`config.mk`:
```
export PLATFORM = sky130hd
export DESIGN_NAME = data_feeder
export DESIGN_NICKNAME = d
export VERILOG_FILES = /design/src/rtl/feeder_pkg.sv /design/src/rtl/feeder_regs.sv /design/src/rtl/dram_req_gen.sv /design/src/rtl/line_unpacker.sv /design/src/rtl/data_feeder.sv
export SDC_FILE = /design/constraint.sdc
export NUM_CORES = 1
export LEC_CHECK = 0
export ABC_AREA = 1
export BUFFER_PORTS_ARGS = -buffer_cell sky130_fd_sc_hd__buf_2
export CAP_MARGIN = 20
export CORE_MARGIN = 2
export CORE_UTILIZATION = 40
export CTS_CLUSTER_SIZE = 14
export DETAILED_ROUTE_END_ITERATION = 10
export SYNTH_ARGS = -nofsm -noshare
export SYNTH_HDL_FRONTEND = slang
export SYNTH_SLANG_ARGS = --single-unit
```
`constraint.sdc`:
```
create_clock -name clk_i -period 26.6 [get_ports clk_i]
set_input_delay 3.99 -clock clk_i [delete_from_list [all_inputs] [get_ports clk_i]]
set_output_delay 3.99 -clock clk_i [all_outputs]
set_load 0.01 [all_outputs]
```
`src/rtl/feeder_pkg.sv`:
```
`default_nettype none

package feeder_pkg;

    // ####################
    // bus and line geometry
    // ####################
    parameter int XLEN = 32;
    parameter int LINE_BYTES = 64;
    parameter int LINE_BITS = 512;
    parameter int HALF_BITS = 256;
    parameter int WORDS_PER_LINE = 32;

    // index widths derived from the line size
    parameter int LINE_OFS_BITS = $clog2(LINE_BYTES);
    parameter int WORD_IDX_BITS = $clog2(WORDS_PER_LINE);

    // ####################
    // register map
    // ####################
    parameter logic [XLEN-1:0] CMD_ADDR        = 32'hC400_0000;
    parameter logic [XLEN-1:0] PARAM1_ADDR     = 32'hC400_0004;
    parameter logic [XLEN-1:0] PARAM2_ADDR     = 32'hC400_0008;
    parameter logic [XLEN-1:0] BUSY_ADDR       = 32'hC400_0020;
    parameter logic [XLEN-1:0] RD_ADDR_ADDR    = 32'hC400_2024;
    parameter logic [XLEN-1:0] RD_LEN_ADDR     = 32'hC400_2028;
    parameter logic [XLEN-1:0] START_ADDR      = 32'hC400_2030;
    parameter logic [XLEN-1:0] OFFSET_CLR_ADDR = 32'hC400_2034;
    parameter logic [XLEN-1:0] KIND_ADDR       = 32'hC400_2038;

    // engine load commands
    parameter int CMD_LOAD_INPUT = 9;
    parameter int CMD_LOAD_WEIGHT = 10;

    // ####################
    // word placement in a line
    // ####################

    // words 0-15 sit in the low half, 16-31 in the high half;
    // inside a half the words run from the top down in swapped pairs
    function automatic logic [WORD_IDX_BITS-1:0] word_slot(
        input logic [WORD_IDX_BITS-1:0] n
    );
        logic [WORD_IDX_BITS-2:0] m;
        logic [WORD_IDX_BITS-2:0] pos;
        m = n[WORD_IDX_BITS-2:0];
        pos = (~m) ^ 1;
        return {n[WORD_IDX_BITS-1], pos};
    endfunction

endpackage

`default_nettype wire

```
`src/rtl/feeder_regs.sv`:
```
`timescale 1ns/100ps
`default_nettype none

module feeder_regs #(
    parameter int DATA_WIDTH = 16,
    parameter int ADDR_BITS = 15,
    parameter int CMD_WIDTH = 8
) (
    input  wire                           clk_i,
    input  wire                           rst_i,

    // cpu bus
    input  wire                           strobe_i,
    input  wire  [feeder_pkg::XLEN-1:0]   addr_i,
    input  wire                           rw_i,
    input  wire  [feeder_pkg::XLEN-1:0]   data_i,
    output logic                          ready_o,
    output logic [feeder_pkg::XLEN-1:0]   data_o,

    // word stream from the unpacker
    input  wire                           emit_valid_i,
    input  wire  [DATA_WIDTH-1:0]         emit_word_i,
    input  wire  [DATA_WIDTH-1:0]         emit_index_i,

    input  wire                           req_busy_i,
    input  wire                           unpack_busy_i,

    // transfer configuration
    output logic [feeder_pkg::XLEN-1:0]   rd_base_o,
    output logic [ADDR_BITS-1:0]          rd_len_o,
    output logic                          start_o,
    output logic                          offset_clr_o,

    // engine command
    output logic                          cmd_valid_o,
    output logic [CMD_WIDTH-1:0]          cmd_o,
    output logic [DATA_WIDTH-1:0]         param1_o,
    output logic [DATA_WIDTH-1:0]         param2_o
);

    logic kind_q;
    logic busy;
    logic [CMD_WIDTH-1:0] load_code;

    // ####################
    // bus response
    // ####################
    assign busy = req_busy_i | unpack_busy_i | cmd_valid_o;

    always_ff @(posedge clk_i) begin
        if (rst_i) begin
            ready_o <= 1'b0;
        end else begin
            ready_o <= strobe_i;
        end
    end

    // only the busy flag is readable
    always_ff @(posedge clk_i) begin
        if (rst_i) begin
            data_o <= '0;
        end else if (strobe_i && !rw_i && addr_i == feeder_pkg::BUSY_ADDR) begin
            data_o <= {{(feeder_pkg::XLEN-1){1'b0}}, busy};
        end
    end

    // ####################
    // transfer setup
    // ####################
    always_ff @(posedge clk_i) begin
        if (rst_i) begin
            rd_base_o <= '0;
            rd_len_o <= '0;
            kind_q <= 1'b0;
        end else if (strobe_i) begin
            if (addr_i == feeder_pkg::RD_ADDR_ADDR)
                rd_base_o <= data_i;
            if (addr_i == feeder_pkg::RD_LEN_ADDR)
                rd_len_o <= data_i[ADDR_BITS-1:0];
            if (addr_i == feeder_pkg::KIND_ADDR)
                kind_q <= data_i[0];
        end
    end

    // one-cycle pulses straight from the strobe
    assign start_o = strobe_i && addr_i == feeder_pkg::START_ADDR;
    assign offset_clr_o = strobe_i && addr_i == feeder_pkg::OFFSET_CLR_ADDR;

    // 0 loads input, 1 loads weight
    assign load_code = kind_q ? CMD_WIDTH'(feeder_pkg::CMD_LOAD_WEIGHT)
                              : CMD_WIDTH'(feeder_pkg::CMD_LOAD_INPUT);

    // ####################
    // engine command register
    // ####################
    always_ff @(posedge clk_i) begin
        if (rst_i) begin
            cmd_valid_o <= 1'b0;
            cmd_o <= '0;
            param1_o <= '0;
            param2_o <= '0;
        end else begin
            cmd_valid_o <= 1'b0;
            if (strobe_i && addr_i == feeder_pkg::CMD_ADDR) begin
                // software command goes out with the current params
                cmd_valid_o <= 1'b1;
                cmd_o <= data_i[CMD_WIDTH-1:0];
            end else if (strobe_i && addr_i == feeder_pkg::PARAM1_ADDR) begin
                param1_o <= data_i[DATA_WIDTH-1:0];
            end else if (strobe_i && addr_i == feeder_pkg::PARAM2_ADDR) begin
                param2_o <= data_i[DATA_WIDTH-1:0];
            end else if (emit_valid_i) begin
                cmd_valid_o <= 1'b1;
                cmd_o <= load_code;
                param1_o <= emit_word_i;
                param2_o <= emit_index_i;
            end
        end
    end

endmodule

`default_nettype wire

```
`src/rtl/dram_req_gen.sv`:
```
`timescale 1ns/100ps
`default_nettype none

module dram_req_gen #(
    parameter int ADDR_BITS = 15
) (
    input  wire                          clk_i,
    input  wire                          rst_i,

    input  wire                          start_i,
    input  wire  [feeder_pkg::XLEN-1:0]  rd_base_i,
    input  wire  [ADDR_BITS-1:0]         rd_len_i,

    input  wire                          fifo_addr_full_i,
    input  wire                          dram_rw_full_i,

    output logic                         dram_addr_valid_o,
    output logic [feeder_pkg::XLEN-1:0]  dram_addr_o,
    output logic                         rw_o,

    output logic                         busy_o
);

    localparam int OFS = feeder_pkg::LINE_OFS_BITS;

    typedef enum logic [1:0] {
        IDLE,
        WAIT_SPACE,
        SEND
    } state_t;

    state_t state_q;
    logic [feeder_pkg::XLEN-1:0] addr_q;
    logic [ADDR_BITS-1:0] cnt_q;
    logic space;
    logic [OFS:0] step;
    logic [ADDR_BITS:0] covered;
    logic last_req;

    assign space = !fifo_addr_full_i && !dram_rw_full_i;

    // bytes up to the next line boundary, and words counted for them
    assign step = (OFS+1)'(feeder_pkg::LINE_BYTES) - {1'b0, addr_q[OFS-1:0]};
    assign covered = {1'b0, cnt_q} + (ADDR_BITS+1)'(step[OFS:1]);
    assign last_req = covered >= {1'b0, rd_len_i};

    always_ff @(posedge clk_i) begin
        if (rst_i) begin
            state_q <= IDLE;
            addr_q <= '0;
            cnt_q <= '0;
        end else begin
            case (state_q)
                IDLE: begin
                    if (start_i) begin
                        addr_q <= rd_base_i;
                        cnt_q <= '0;
                        state_q <= WAIT_SPACE;
                    end
                end
                WAIT_SPACE: begin
                    if (space)
                        state_q <= SEND;
                end
                SEND: begin
                    // hold here if the fifos filled up meanwhile
                    if (space) begin
                        addr_q <= addr_q + feeder_pkg::XLEN'(step);
                        cnt_q <= covered[ADDR_BITS-1:0];
                        state_q <= last_req ? IDLE : WAIT_SPACE;
                    end
                end
                default: state_q <= IDLE;
            endcase
        end
    end

    assign dram_addr_valid_o = (state_q == SEND) && space;
    assign dram_addr_o = addr_q;
    // 0 marks a read
    assign rw_o = !dram_addr_valid_o;
    assign busy_o = state_q != IDLE;

endmodule

`default_nettype wire

```
`src/rtl/line_unpacker.sv`:
```
`timescale 1ns/100ps
`default_nettype none

module line_unpacker #(
    parameter int DATA_WIDTH = 16,
    parameter int ADDR_BITS = 15
) (
    input  wire                               clk_i,
    input  wire                               rst_i,

    input  wire                               start_i,
    input  wire  [feeder_pkg::XLEN-1:0]       rd_base_i,
    input  wire  [ADDR_BITS-1:0]              rd_len_i,
    input  wire                               offset_clr_i,

    // read data fifo
    input  wire                               fifo_data_empty_i,
    input  wire  [feeder_pkg::HALF_BITS-1:0]  dram_read_data_h_i,
    input  wire  [feeder_pkg::HALF_BITS-1:0]  dram_read_data_l_i,
    output logic                              fifo_data_rd_en_o,

    // one word per cycle towards the engine
    output logic                              emit_valid_o,
    output logic [DATA_WIDTH-1:0]             emit_word_o,
    output logic [DATA_WIDTH-1:0]             emit_index_o,

    output logic                              busy_o
);

    localparam int OFS = feeder_pkg::LINE_OFS_BITS;
    localparam int IDX = feeder_pkg::WORD_IDX_BITS;

    typedef enum logic [1:0] {
        IDLE,
        WAIT_DATA,
        EMIT,
        POP
    } state_t;

    state_t state_q;
    logic [feeder_pkg::LINE_BITS-1:0] line_q;
    logic [feeder_pkg::XLEN-1:0] addr_q;
    logic [ADDR_BITS-1:0] sent_q;
    logic [ADDR_BITS-1:0] sent_next;
    logic [DATA_WIDTH-1:0] offset_q;
    logic [IDX-1:0] word_idx;
    logic [IDX-1:0] slot;
    logic line_end;
    logic xfer_end;
    logic capture;

    assign word_idx = addr_q[OFS-1:1];
    assign slot = feeder_pkg::word_slot(word_idx);
    assign sent_next = sent_q + 1'b1;

    // stop at the line's last word or the transfer's last word
    assign line_end = word_idx == IDX'(feeder_pkg::WORDS_PER_LINE - 1);
    assign xfer_end = sent_next == rd_len_i;
    assign capture = (state_q == WAIT_DATA) && !fifo_data_empty_i;

    // ####################
    // control
    // ####################
    always_ff @(posedge clk_i) begin
        if (rst_i) begin
            state_q <= IDLE;
            addr_q <= '0;
            sent_q <= '0;
        end else begin
            case (state_q)
                IDLE: begin
                    if (start_i) begin
                        addr_q <= rd_base_i;
                        sent_q <= '0;
                        state_q <= WAIT_DATA;
                    end
                end
                WAIT_DATA: begin
                    if (!fifo_data_empty_i)
                        state_q <= EMIT;
                end
                EMIT: begin
                    addr_q <= addr_q + 2;
                    sent_q <= sent_next;
                    if (line_end || xfer_end)
                        state_q <= POP;
                end
                POP: begin
                    state_q <= (sent_q == rd_len_i) ? IDLE : WAIT_DATA;
                end
                default: state_q <= IDLE;
            endcase
        end
    end

    // scratchpad offset carries over between transfers
    always_ff @(posedge clk_i) begin
        if (rst_i) begin
            offset_q <= '0;
        end else if (offset_clr_i) begin
            offset_q <= '0;
        end else if (state_q == EMIT) begin
            offset_q <= offset_q + 1'b1;
        end
    end

    // ####################
    // line buffer
    // ####################
    always_ff @(posedge clk_i) begin
        if (capture)
            line_q <= {dram_read_data_h_i, dram_read_data_l_i};
    end

    assign emit_valid_o = state_q == EMIT;
    assign emit_word_o = line_q[slot*DATA_WIDTH +: DATA_WIDTH];
    assign emit_index_o = offset_q;
    assign fifo_data_rd_en_o = state_q == POP;
    assign busy_o = state_q != IDLE;

endmodule

`default_nettype wire

```
`src/rtl/data_feeder.sv`:
```
`timescale 1ns/100ps
`default_nettype none

module data_feeder #(
    parameter int DATA_WIDTH = 16,
    parameter int ADDR_BITS = 15,
    parameter int CMD_WIDTH = 8
) (
    input  wire                               clk_i,
    input  wire                               rst_i,

    // cpu bus
    input  wire                               strobe_i,
    input  wire  [feeder_pkg::XLEN-1:0]       addr_i,
    input  wire                               rw_i,
    input  wire  [feeder_pkg::XLEN-1:0]       data_i,
    output logic                              ready_o,
    output logic [feeder_pkg::XLEN-1:0]       data_o,

    // dram request fifos
    input  wire                               fifo_addr_full_i,
    input  wire                               dram_rw_full_i,
    output logic                              dram_addr_valid_o,
    output logic [feeder_pkg::XLEN-1:0]       dram_addr_o,
    output logic                              rw_o,

    // dram read data fifo
    input  wire                               fifo_data_empty_i,
    input  wire  [feeder_pkg::HALF_BITS-1:0]  dram_read_data_h_i,
    input  wire  [feeder_pkg::HALF_BITS-1:0]  dram_read_data_l_i,
    output logic                              fifo_data_rd_en_o,

    // engine command
    output logic                              cmd_valid_o,
    output logic [CMD_WIDTH-1:0]              cmd_o,
    output logic [DATA_WIDTH-1:0]             param1_o,
    output logic [DATA_WIDTH-1:0]             param2_o
);

    logic [feeder_pkg::XLEN-1:0] rd_base;
    logic [ADDR_BITS-1:0] rd_len;
    logic start;
    logic offset_clr;
    logic emit_valid;
    logic [DATA_WIDTH-1:0] emit_word;
    logic [DATA_WIDTH-1:0] emit_index;
    logic req_busy;
    logic unpack_busy;

    feeder_regs #(
        .DATA_WIDTH(DATA_WIDTH),
        .ADDR_BITS(ADDR_BITS),
        .CMD_WIDTH(CMD_WIDTH)
    ) feeder_regs_i (
        .clk_i(clk_i),
        .rst_i(rst_i),
        .strobe_i(strobe_i),
        .addr_i(addr_i),
        .rw_i(rw_i),
        .data_i(data_i),
        .ready_o(ready_o),
        .data_o(data_o),
        .emit_valid_i(emit_valid),
        .emit_word_i(emit_word),
        .emit_index_i(emit_index),
        .req_busy_i(req_busy),
        .unpack_busy_i(unpack_busy),
        .rd_base_o(rd_base),
        .rd_len_o(rd_len),
        .start_o(start),
        .offset_clr_o(offset_clr),
        .cmd_valid_o(cmd_valid_o),
        .cmd_o(cmd_o),
        .param1_o(param1_o),
        .param2_o(param2_o)
    );

    dram_req_gen #(
        .ADDR_BITS(ADDR_BITS)
    ) dram_req_gen_i (
        .clk_i(clk_i),
        .rst_i(rst_i),
        .start_i(start),
        .rd_base_i(rd_base),
        .rd_len_i(rd_len),
        .fifo_addr_full_i(fifo_addr_full_i),
        .dram_rw_full_i(dram_rw_full_i),
        .dram_addr_valid_o(dram_addr_valid_o),
        .dram_addr_o(dram_addr_o),
        .rw_o(rw_o),
        .busy_o(req_busy)
    );

    line_unpacker #(
        .DATA_WIDTH(DATA_WIDTH),
        .ADDR_BITS(ADDR_BITS)
    ) line_unpacker_i (
        .clk_i(clk_i),
        .rst_i(rst_i),
        .start_i(start),
        .rd_base_i(rd_base),
        .rd_len_i(rd_len),
        .offset_clr_i(offset_clr),
        .fifo_data_empty_i(fifo_data_empty_i),
        .dram_read_data_h_i(dram_read_data_h_i),
        .dram_read_data_l_i(dram_read_data_l_i),
        .fifo_data_rd_en_o(fifo_data_rd_en_o),
        .emit_valid_o(emit_valid),
        .emit_word_o(emit_word),
        .emit_index_o(emit_index),
        .busy_o(unpack_busy)
    );

endmodule

`default_nettype wire

```
# == Word-level counts from Yosys, hierarchy flattened ==
# Cells that the tools add are included.
# Widths: inputs -> output; s select.
# totals
reg_bits,717
latch_bits,0
ram_bits,0
rom_bits,0
mem_count,0
# op_classes
add_sub_neg,6
n_mul,0
n_div,0
order_cmp,1
n_eq_ne,26
n_shift,1
muxes,31
n_bitwise,6
n_reduce_logical,36
# op_table
operator,n
$shiftx 512x10->16,1
$eq 32x32->1 const B,9
$pmux 32 s2,2
$mux 16,5
$mux 32,2
$pmux 15 s2,2
$add 32x2->32 const B,1
$add 32x7->32,1
$mux 8,4
$eq 15x15->1,2
$mux 15,2
$reduce_and 3->1,6
$add 15x6->16,1
$add 16x1->16 const B,1
$ge 16x15->1,1
$add 15x1->15 const B,1
$ne 2x1->1 const B,7
$reduce_bool 2->1,7
$mux 2,6
$logic_and 1x1->1,10
$pmux 2 s4,1
$reduce_and 2->1,4
$sub 7x6->7 const A,1
$eq 2x2->1 const B,3
12 further kinds,27

# == Longest topological paths before layout ==
# Gate-level depths: netlist of run 1.
# depth
depth_word,6
mapped_depth,23
ltp_nobuf,23

# == Cells and area by module ==
# A second synthesis of run 1 with hierarchy kept.
# hier_totals
cells_unflattened,3219
hier_area_um2,31246.2
# by_module_without_submodules
module,instances,cells_per_inst,area_each_um2,seq_area_each_um2
line_unpacker,1,1830,22358.9,16135.5
feeder_regs,1,699,4575.6,1821.7
dram_req_gen,1,690,4311.6,980.9

# == Worst setup path before layout of run 1 ==
# OpenSTA, ideal clock, no wires.
# synth_timing
path_kind,in2reg
startpoint,input port fifo_data_empty_i
endpoint,"register line_unpacker_i.line_q[0] (netlist name), enable pin"
arrival_time_ps,24966
required_time_ps,25182
setup_slack_ps,216
cell_stages,1
n_path_buf,0
cell_sequence,nor2_1
# synth_via
elab_chain_len,2
# synth_lines
element,line,source
start: declaration,data_feeder.sv:28,"input wire fifo_data_empty_i,"
$logic_not 1->1,line_unpacker.sv:59,assign capture = (state_q == WAIT_DATA) && !fifo_data_empty_i;
$logic_and 1x1->1,line_unpacker.sv:59,
end signal: assignment,line_unpacker.sv:112,"line_q <= {dram_read_data_h_i, dram_read_data_l_i};"
end: declaration,line_unpacker.sv:41,logic [feeder_pkg::LINE_BITS-1:0] line_q;
# No other way between the ends.
# A chain may end at the register's enable or synchronous reset.

# == Worst setup path after layout of run 1 ==
# layout_timing
startpoint,input port fifo_data_empty_i
endpoint,"register line_unpacker_i.line_q[124] (netlist name), enable pin"
# layout_via
elab_chain_len,2
# layout_lines
element,line,source
$logic_not 1->1,line_unpacker.sv:59,
$logic_and 1x1->1,line_unpacker.sv:59,
named net line_unpacker_i.capture,line_unpacker.sv:50,logic capture;
# The timed path passes the listed nets, and every way through them passes these cells.

==> results.py, run 1 <==
metrics = {
    "worst_setup_path": {
        "r2r_start": "line_unpacker_i.state_q[1]$_SDFFE_PP0P_",
        "cpPeakStageDelay_ps": 940,
        "critPathRequiredTime_ps": 26860,
        "r2r-end": "line_unpacker_i.line_q[124]$_DFFE_PP_",
        "path_delay_family": "buffers and inverters",
        "cp_slowest_cell": "buf_4",
        "r2r_cells": 10,
        "rrSetupSlack_ps": 19890,
        "arrival_ps": 9790,
        "critical_path_class": "input port to flip-flop",
        "crit_path_start": "fifo_data_empty_i",
        "path_max_fanout": 85,
        "path_cells": "buf_2 -> nor2_4 -> buf_4 -> buf_4 -> buf_4 -> buf_4 -> buf_4 -> buf_4",
        "cp.depth": 8,
        "cp-start-kind": "input port",
        "crit_buf_inv": 7,
        "crit_end": "line_unpacker_i.line_q[124]$_DFFE_PP_",
        "crit_top_cell": "buf_4",
        "cp-end-kind": "flip-flop",
    },
    "timing": {
        "period_share": 0.358,
        "setup_ws_ps": 17070,
        "setup_viol": 0,
        "slew_viol_final": 0,
        "tightestPinTransition_ps": 1130,
        "relSlewSlack": 0.248,
        "tns_ps": 0,
        "finalHoldViolCount": 0,
        "fin_skew_ps": 46.8,
        "post-route-min-period_ps": 9530,
        "fmaxAchievable_ghz": 0.105,
        "rsz0062_at_grt": "false",
    },
    "pwr": {
        "p_sw_frac": 0.292,
        "ir_drop_uv": 56.3,
        "seqPwrFrac": 0.460,
        "p_leak_nw": 14.4,
        "pwr_density_cell_nw_per_um2": 72.1,
        "total_power_w": 0.00267,
        "pwr-share-comb": 0.157,
        "switchingPower_w": 0.000777,
        "p_int_w": 0.00189,
        "clock_power_share": 0.383,
    },
    "clock_tree": {
        "cts_resized": 0,
        "hold_buffers": 0,
        "clockBufferDepth": 3,
        "cts_max_level": 3,
        "clk_pin_slew_worst_paths_ps": 60,
        "cts_buffers": 78,
        "post-cts-setup-buffers": 0,
        "cts_tree": "built",
        "cts.sinks": 690,
        "clk_latency_ps": 640,
        "cts_root_buf": "clkbuf_16",
    },
    "placed_design": {
        "place_hpwl_um": 73900,
        "placed_cell_area_sq_um": 34500,
        "post-place-ws_ps": 16260,
        "placedCellCount": 4512,
        "io_buffers": 660,
        "place_congestion": 0.904,
    },
    "detailed_routing": {
        "first_iter_violations": 2262,
        "wl_um": 104000,
        "vias": 24700,
        "wl_per_cell_um": 22.3,
        "drtAntennaViolNets": 0,
        "drc_errors": 0,
        "first_pass_iters": 5,
        "viasPerCell": 5.27,
    },
    "die": {
        "design.core.area_sq_um": 75800,
        "num_rows": 101,
        "die_area_sq_um": 78700,
        "io-pin-count": 692,
        "die_w_um": 281,
        "start_util": 0.404,
        "die_h_um": 281,
    },
    "layout": {
        "drive_gt1_frac": 0.237,
        "layout.nets": 4236,
        "syn2layout_area_growth_pct": 20.8,
        "fillers": 7173,
        "final_cells": 4681,
        "fin_area_sq_um": 37000,
    },
    "logic_synthesis": {
        "synth_seq_cells": 690,
        "ys_async_sr_fraction": 0,
        "synth_edf_count": 512,
        "yosysSeqAreaShare": 0.619,
        "netlist_area_sq_um": 30600,
        "yosys_warnings": 0,
        "avgSynthCellArea_sq_um": 10.1,
        "ys_dominant_reg_cell": "edfxtp_1",
        "synthCells": 3017,
        "yosysUniqueCellTypes": 57,
    },
    "grt": {
        "grt_pass1_wl_um": 150000,
        "grt_max_degree": 138,
        "grt_overflow": 0,
        "antenna_found_initial": 63,
        "gr-usage-all-layers": 0.259,
        "grt_pass1_vias": 23500,
    },
    "min_path": {
        "worstHoldPathType": "flip-flop to flip-flop",
        "worstHoldPathCells": 2,
    },
    "job": {
        "maxCapViolCount": 0,
    },
    "status": {
        "outcome": "finished, final reports clean",
    },
}
## routing by layer
metal	GRT usage	vias to the layer above	part of all wire
met5	0	-	0.0027
met3	0.0546	221	0.066
met1	0.324	11700	0.40
li1	-	11800	-
met2	0.431	913	0.49
met4	0.115	46	0.043
## kinds of logic after synthesis
kind of cell / after synthesis / share of synthesized area
AOI/OAI and AO/OA: 687 / 0.131
adders and majority gates: 39 / 0.0162
xor gates and xnor gates: 44 / 0.0126
DFF: 690 / 0.619
and+or+nand+nor: 1171 / 0.165
buffers and inverters: 385 / 0.0558
other: 1 / 0.000123
## cells in the mapped netlist (7+ instances only)
master / number / area (sq um)
a21oi_1: 130 / 651
buf_6: 7 / 78.8
nand3_1: 173 / 866
a21oi_2: 11 / 96.3
nand4_1: 33 / 206
xnor2_1: 25 / 219
nand2_1: 460 / 1730
nor2_2: 8 / 50.1
ha_1: 38 / 475
nor3_1: 34 / 170
nand3b_1: 8 / 60.1
dfxtp_1: 178 / 3560
a31oi_1: 19 / 119
xor2_1: 19 / 166
clkbuf_1: 104 / 390
o21ai_1: 32 / 160
nor2_1: 405 / 1520
or2_2: 10 / 62.6
o21ai_0: 349 / 1750
buf_2: 42 / 210
edfxtp_1: 512 / 15400
buf_4: 41 / 308
inv_1: 170 / 638
o221ai_1: 120 / 1050
o22ai_1: 8 / 50.1
nand3_2: 10 / 100
inv_2: 10 / 37.5
## worst min-delay path by stage
stage                                             end  slack [ps]                              startpoint
5_1_grt           feeder_regs_i.cmd_o[2]$_SDFFE_PP0P_         480     feeder_regs_i.cmd_o[2]$_SDFFE_PP0P_
3_5_place_dp   feeder_regs_i.param1_o[0]$_SDFFE_PP0P_         450  feeder_regs_i.param1_o[0]$_SDFFE_PP0P_
3_3_place_gp      feeder_regs_i.cmd_o[2]$_SDFFE_PP0P_         450     feeder_regs_i.cmd_o[2]$_SDFFE_PP0P_
2_1_floorplan    dram_req_gen_i.cnt_q[3]$_SDFFE_PP0P_         440    dram_req_gen_i.cnt_q[3]$_SDFFE_PP0P_
6_report          feeder_regs_i.cmd_o[2]$_SDFFE_PP0P_         460     feeder_regs_i.cmd_o[2]$_SDFFE_PP0P_
4_1_cts           feeder_regs_i.cmd_o[2]$_SDFFE_PP0P_         460     feeder_regs_i.cmd_o[2]$_SDFFE_PP0P_
## worst reg2reg max path: stages, from the launching register on
cell     delay, ps
dfxtp_1        340
inv_1          130
ha_1           180
inv_1           70
nor2_4         440
buf_4          810
buf_4          840
buf_4          880
buf_4          870
buf_4          780
buf_4          960
## final cells by class
cell class | instances | area (sq um) | area share
flip-flops and latches | 690 | 19000 | 0.513
multi-input cells | 1972 | 10100 | 0.273
repair buffers | 686 | 3500 | 0.0947
clock buffers | 100 | 2070 | 0.0559
well taps | 978 | 1220 | 0.0331
inverters | 186 | 711 | 0.0192
clock inverters | 35 | 347 | 0.00938
diodes | 34 | 85.1 | 0.00230
## flip-flops by register name (all words and copies together), names as in the netlist, 2 cells and up
| name | count |
|---|---|
| dram_req_gen_i.cnt_q | 15 |
| dram_req_gen_i.dram_addr_o | 32 |
| dram_req_gen_i.state_q | 2 |
| feeder_regs_i.cmd_o | 8 |
| feeder_regs_i.param1_o | 16 |
| feeder_regs_i.param2_o | 16 |
| feeder_regs_i.rd_base_o | 32 |
| feeder_regs_i.rd_len_o | 15 |
| line_unpacker_i.addr_q | 5 |
| line_unpacker_i.emit_index_o | 16 |
| line_unpacker_i.line_q | 512 |
| line_unpacker_i.sent_q | 15 |
| line_unpacker_i.state_q | 2 |
## power by group through the flow
| stage | clock (W) | combinational, W | sequential, W |
|---|---|---|---|
| 2_1_floorplan | 0 | 0.000239 | 0.00128 |
| 3_3_place_gp | 0 | 0.000421 | 0.00125 |
| 3_5_place_dp | 0 | 0.000424 | 0.00125 |
| 4_1_cts | 0.00104 | 0.000425 | 0.00123 |
| 5_1_grt | 0.00108 | 0.000457 | 0.00123 |
| 6_report | 0.00102 | 0.000418 | 0.00123 |
## stage by stage
| stage | util | hold slack, ps |
|---|---|---|
| 3_5_place_dp | 0.454 | 453 |
| 4_1_cts | 0.486 | 462 |
| 2_1_floorplan | - | 444 |
| 3_3_place_gp | 0.454 | 448 |
| 5_1_grt | 0.487 | 482 |
| 6_report | 0.487 | 460 |
## cells in the final DEF (no fill, tap or decap), drive strengths merged, types with 2 or more instances in the layout
master,count
a21boi,2
diode,34
o21bai,5
dfxtp,178
inv,182
or2,15
nand3b,8
xnor2,25
o21ai,383
clkbuf,100
nand2,466
a21oi,141
o211ai,3
xor2,19
ha,38
nor4,4
clkinvlp,3
edfxtp,512
nor3,38
o22ai,8
a211oi,3
nand3,185
nor2,417
clkinv,35
nand4,34
buf,686
o221ai,120
conb,31
a31oi,19
nor3b,2
(Power assumes the default switching activity.)
==> inputs of run 2 (changes only) <==
==> constraint.sdc (replaced) <==
create_clock -name clk_i -period 9.4 [get_ports clk_i]
set_input_delay 1.41 -clock clk_i [delete_from_list [all_inputs] [get_ports clk_i]]
set_output_delay 1.41 -clock clk_i [all_outputs]
set_load 0.01 [all_outputs]
==> results.py, run 2 (synthesis results as in run 1) <==
metrics = {
    "worst_setup_path": {
        "critPathRequiredTime_ps": 7990,
        "arrival_ps": 2370,
        "critical_path_class": "input port to output port",
        "crit_path_start": "dram_rw_full_i",
        "crit_top_cell": "buf_2",
        "cp-start-kind": "input port",
        "cp-end-kind": "output port",
        "r2r_start": "line_unpacker_i.addr_q[1]$_SDFFE_PP0P_",
        "path_max_fanout": 16,
        "cpPeakStageDelay_ps": 250,
        "path_cells": "buf_2 -> nor2_1 -> inv_1 -> nor2_2 -> buf_4 -> buf_2",
        "cp_slowest_cell": "buf_4",
    },
    "clock_tree": {
        "cts_max_level": 3,
        "cts_tree": "built",
        "cts_root_buf": "clkbuf_16",
        "clk_pin_slew_worst_paths_ps": 60,
        "clockBufferDepth": 3,
        "cts_resized": 0,
        "cts_buffers": 76,
        "cts.sinks": 690,
        "clk_latency_ps": 660,
        "post-cts-setup-buffers": 0,
        "hold_buffers": 0,
    },
    "detailed_routing": {
        "drtAntennaViolNets": 0,
        "first_pass_iters": 6,
        "wl_um": 106000,
        "wl_per_cell_um": 22.6,
        "viasPerCell": 5.27,
        "vias": 24600,
        "first_iter_violations": 2366,
        "drc_errors": 0,
    },
    "grt": {
        "gr-usage-all-layers": 0.264,
        "grt_pass1_wl_um": 153000,
        "grt_pass1_vias": 23900,
        "grt_max_degree": 203,
        "grt_overflow": 0,
        "antenna_found_initial": 66,
    },
    "timing": {
        "relSlewSlack": 0.246,
        "post-route-min-period_ps": 3780,
        "fin_skew_ps": 45.1,
        "setup_ws_ps": 5620,
        "tightestPinTransition_ps": 1130,
        "finalHoldViolCount": 0,
        "fmaxAchievable_ghz": 0.265,
        "tns_ps": 0,
        "period_share": 0.402,
        "rsz0062_at_grt": "false",
        "setup_viol": 0,
        "slew_viol_final": 0,
    },
    "layout": {
        "fillers": 7088,
        "syn2layout_area_growth_pct": 21.3,
        "seq_area_sq_um": 19000,
        "layout.nets": 4230,
        "drive_gt1_frac": 0.237,
        "final_cell_mix": "buf_2, edfxtp_1, nand2_1",
        "largest_reg_flops": 512,
        "mostFrequentLayoutCell": "buf_2",
        "multi_input_area_sq_um": 10100,
        "regMostFlops": "line_unpacker_i.line_q",
    },
    "pwr": {
        "p_sw_frac": 0.284,
        "seqPwrFrac": 0.452,
        "pwr_density_cell_nw_per_um2": 207,
        "p_leak_nw": 14.4,
        "ir_drop_uv": 151,
        "pwr-share-comb": 0.150,
        "p_int_w": 0.00551,
        "clock_power_share": 0.398,
        "switchingPower_w": 0.00218,
    },
    "die": {
        "io-pin-count": 692,
        "design.core.area_sq_um": 75800,
        "num_rows": 101,
        "die_area_sq_um": 78700,
        "start_util": 0.404,
        "die_w_um": 281,
        "die_h_um": 281,
    },
    "job": {
        "maxCapViolCount": 0,
    },
    "min_path": {
        "hold_start": "feeder_regs_i.cmd_o[6]$_SDFFE_PP0P_",
        "worstHoldPathType": "flip-flop to flip-flop",
    },
    "placed_design": {
        "place_hpwl_um": 75600,
        "place_congestion": 0.906,
        "io_buffers": 660,
        "post-place-ws_ps": 5510,
    },
    "status": {
        "outcome": "finished, final reports clean",
    },
}
run 2: worst max-delay path, delay by kind of cell:
kind	cells	cell delay, ps
buf+inv	4	630
simple gates	2	320
run 2: area by class of cell:
type / instances / share of cell area
clock buffer: 102 / 0.0558
timing repair buffer: 682 / 0.0945
multi-input combinational: 1972 / 0.272
sequential: 690 / 0.511
inverter: 186 / 0.0192
clock inverter: 32 / 0.0128
tap: 978 / 0.0330
antenna: 38 / 0.00256
run 2: power groups by stage:
stage / sequential [W] / combinational [W] / clock [W]
2_1_floorplan: 0.00353 / 0.000676 / 0
3_3_place_gp: 0.00354 / 0.00116 / 0
3_5_place_dp: 0.00354 / 0.00117 / 0
4_1_cts: 0.00348 / 0.00118 / 0.00311
5_1_grt: 0.00349 / 0.00127 / 0.00322
6_report: 0.00348 / 0.00115 / 0.00306
run 2: layer usage:
metal	vias to the layer above	GRT usage	wire length, um
met5	-	0	342
met2	907	0.444	52000
met4	50	0.102	3620
li1	11800	-	-
met3	226	0.0597	7050
met1	11700	0.330	42700
run 2: stage by stage:
stage	hold WS [ps]	total power, W	cells	utilization	cell area, sq um
2_1_floorplan	444	0.00421	3047	-	30700
3_5_place_dp	455	0.00471	4508	0.455	34500
5_1_grt	481	0.00798	4673	0.489	37100
4_1_cts	464	0.00776	4642	0.488	37000
3_3_place_gp	450	0.00470	4508	0.455	34500
6_report	464	0.00769	4680	0.489	37100
run 2: final timing paths:
path	endpoint	depth (start not counted)	slack [ps]
setup / recovery	dram_addr_valid_o	6	5620
hold / removal	feeder_regs_i.cmd_o[6]$_SDFFE_PP0P_	2	460
setup reg to reg	feeder_regs_i.param1_o[4]$_SDFFE_PP0P_	10	5660
hold reg to reg	feeder_regs_i.cmd_o[6]$_SDFFE_PP0P_	2	460
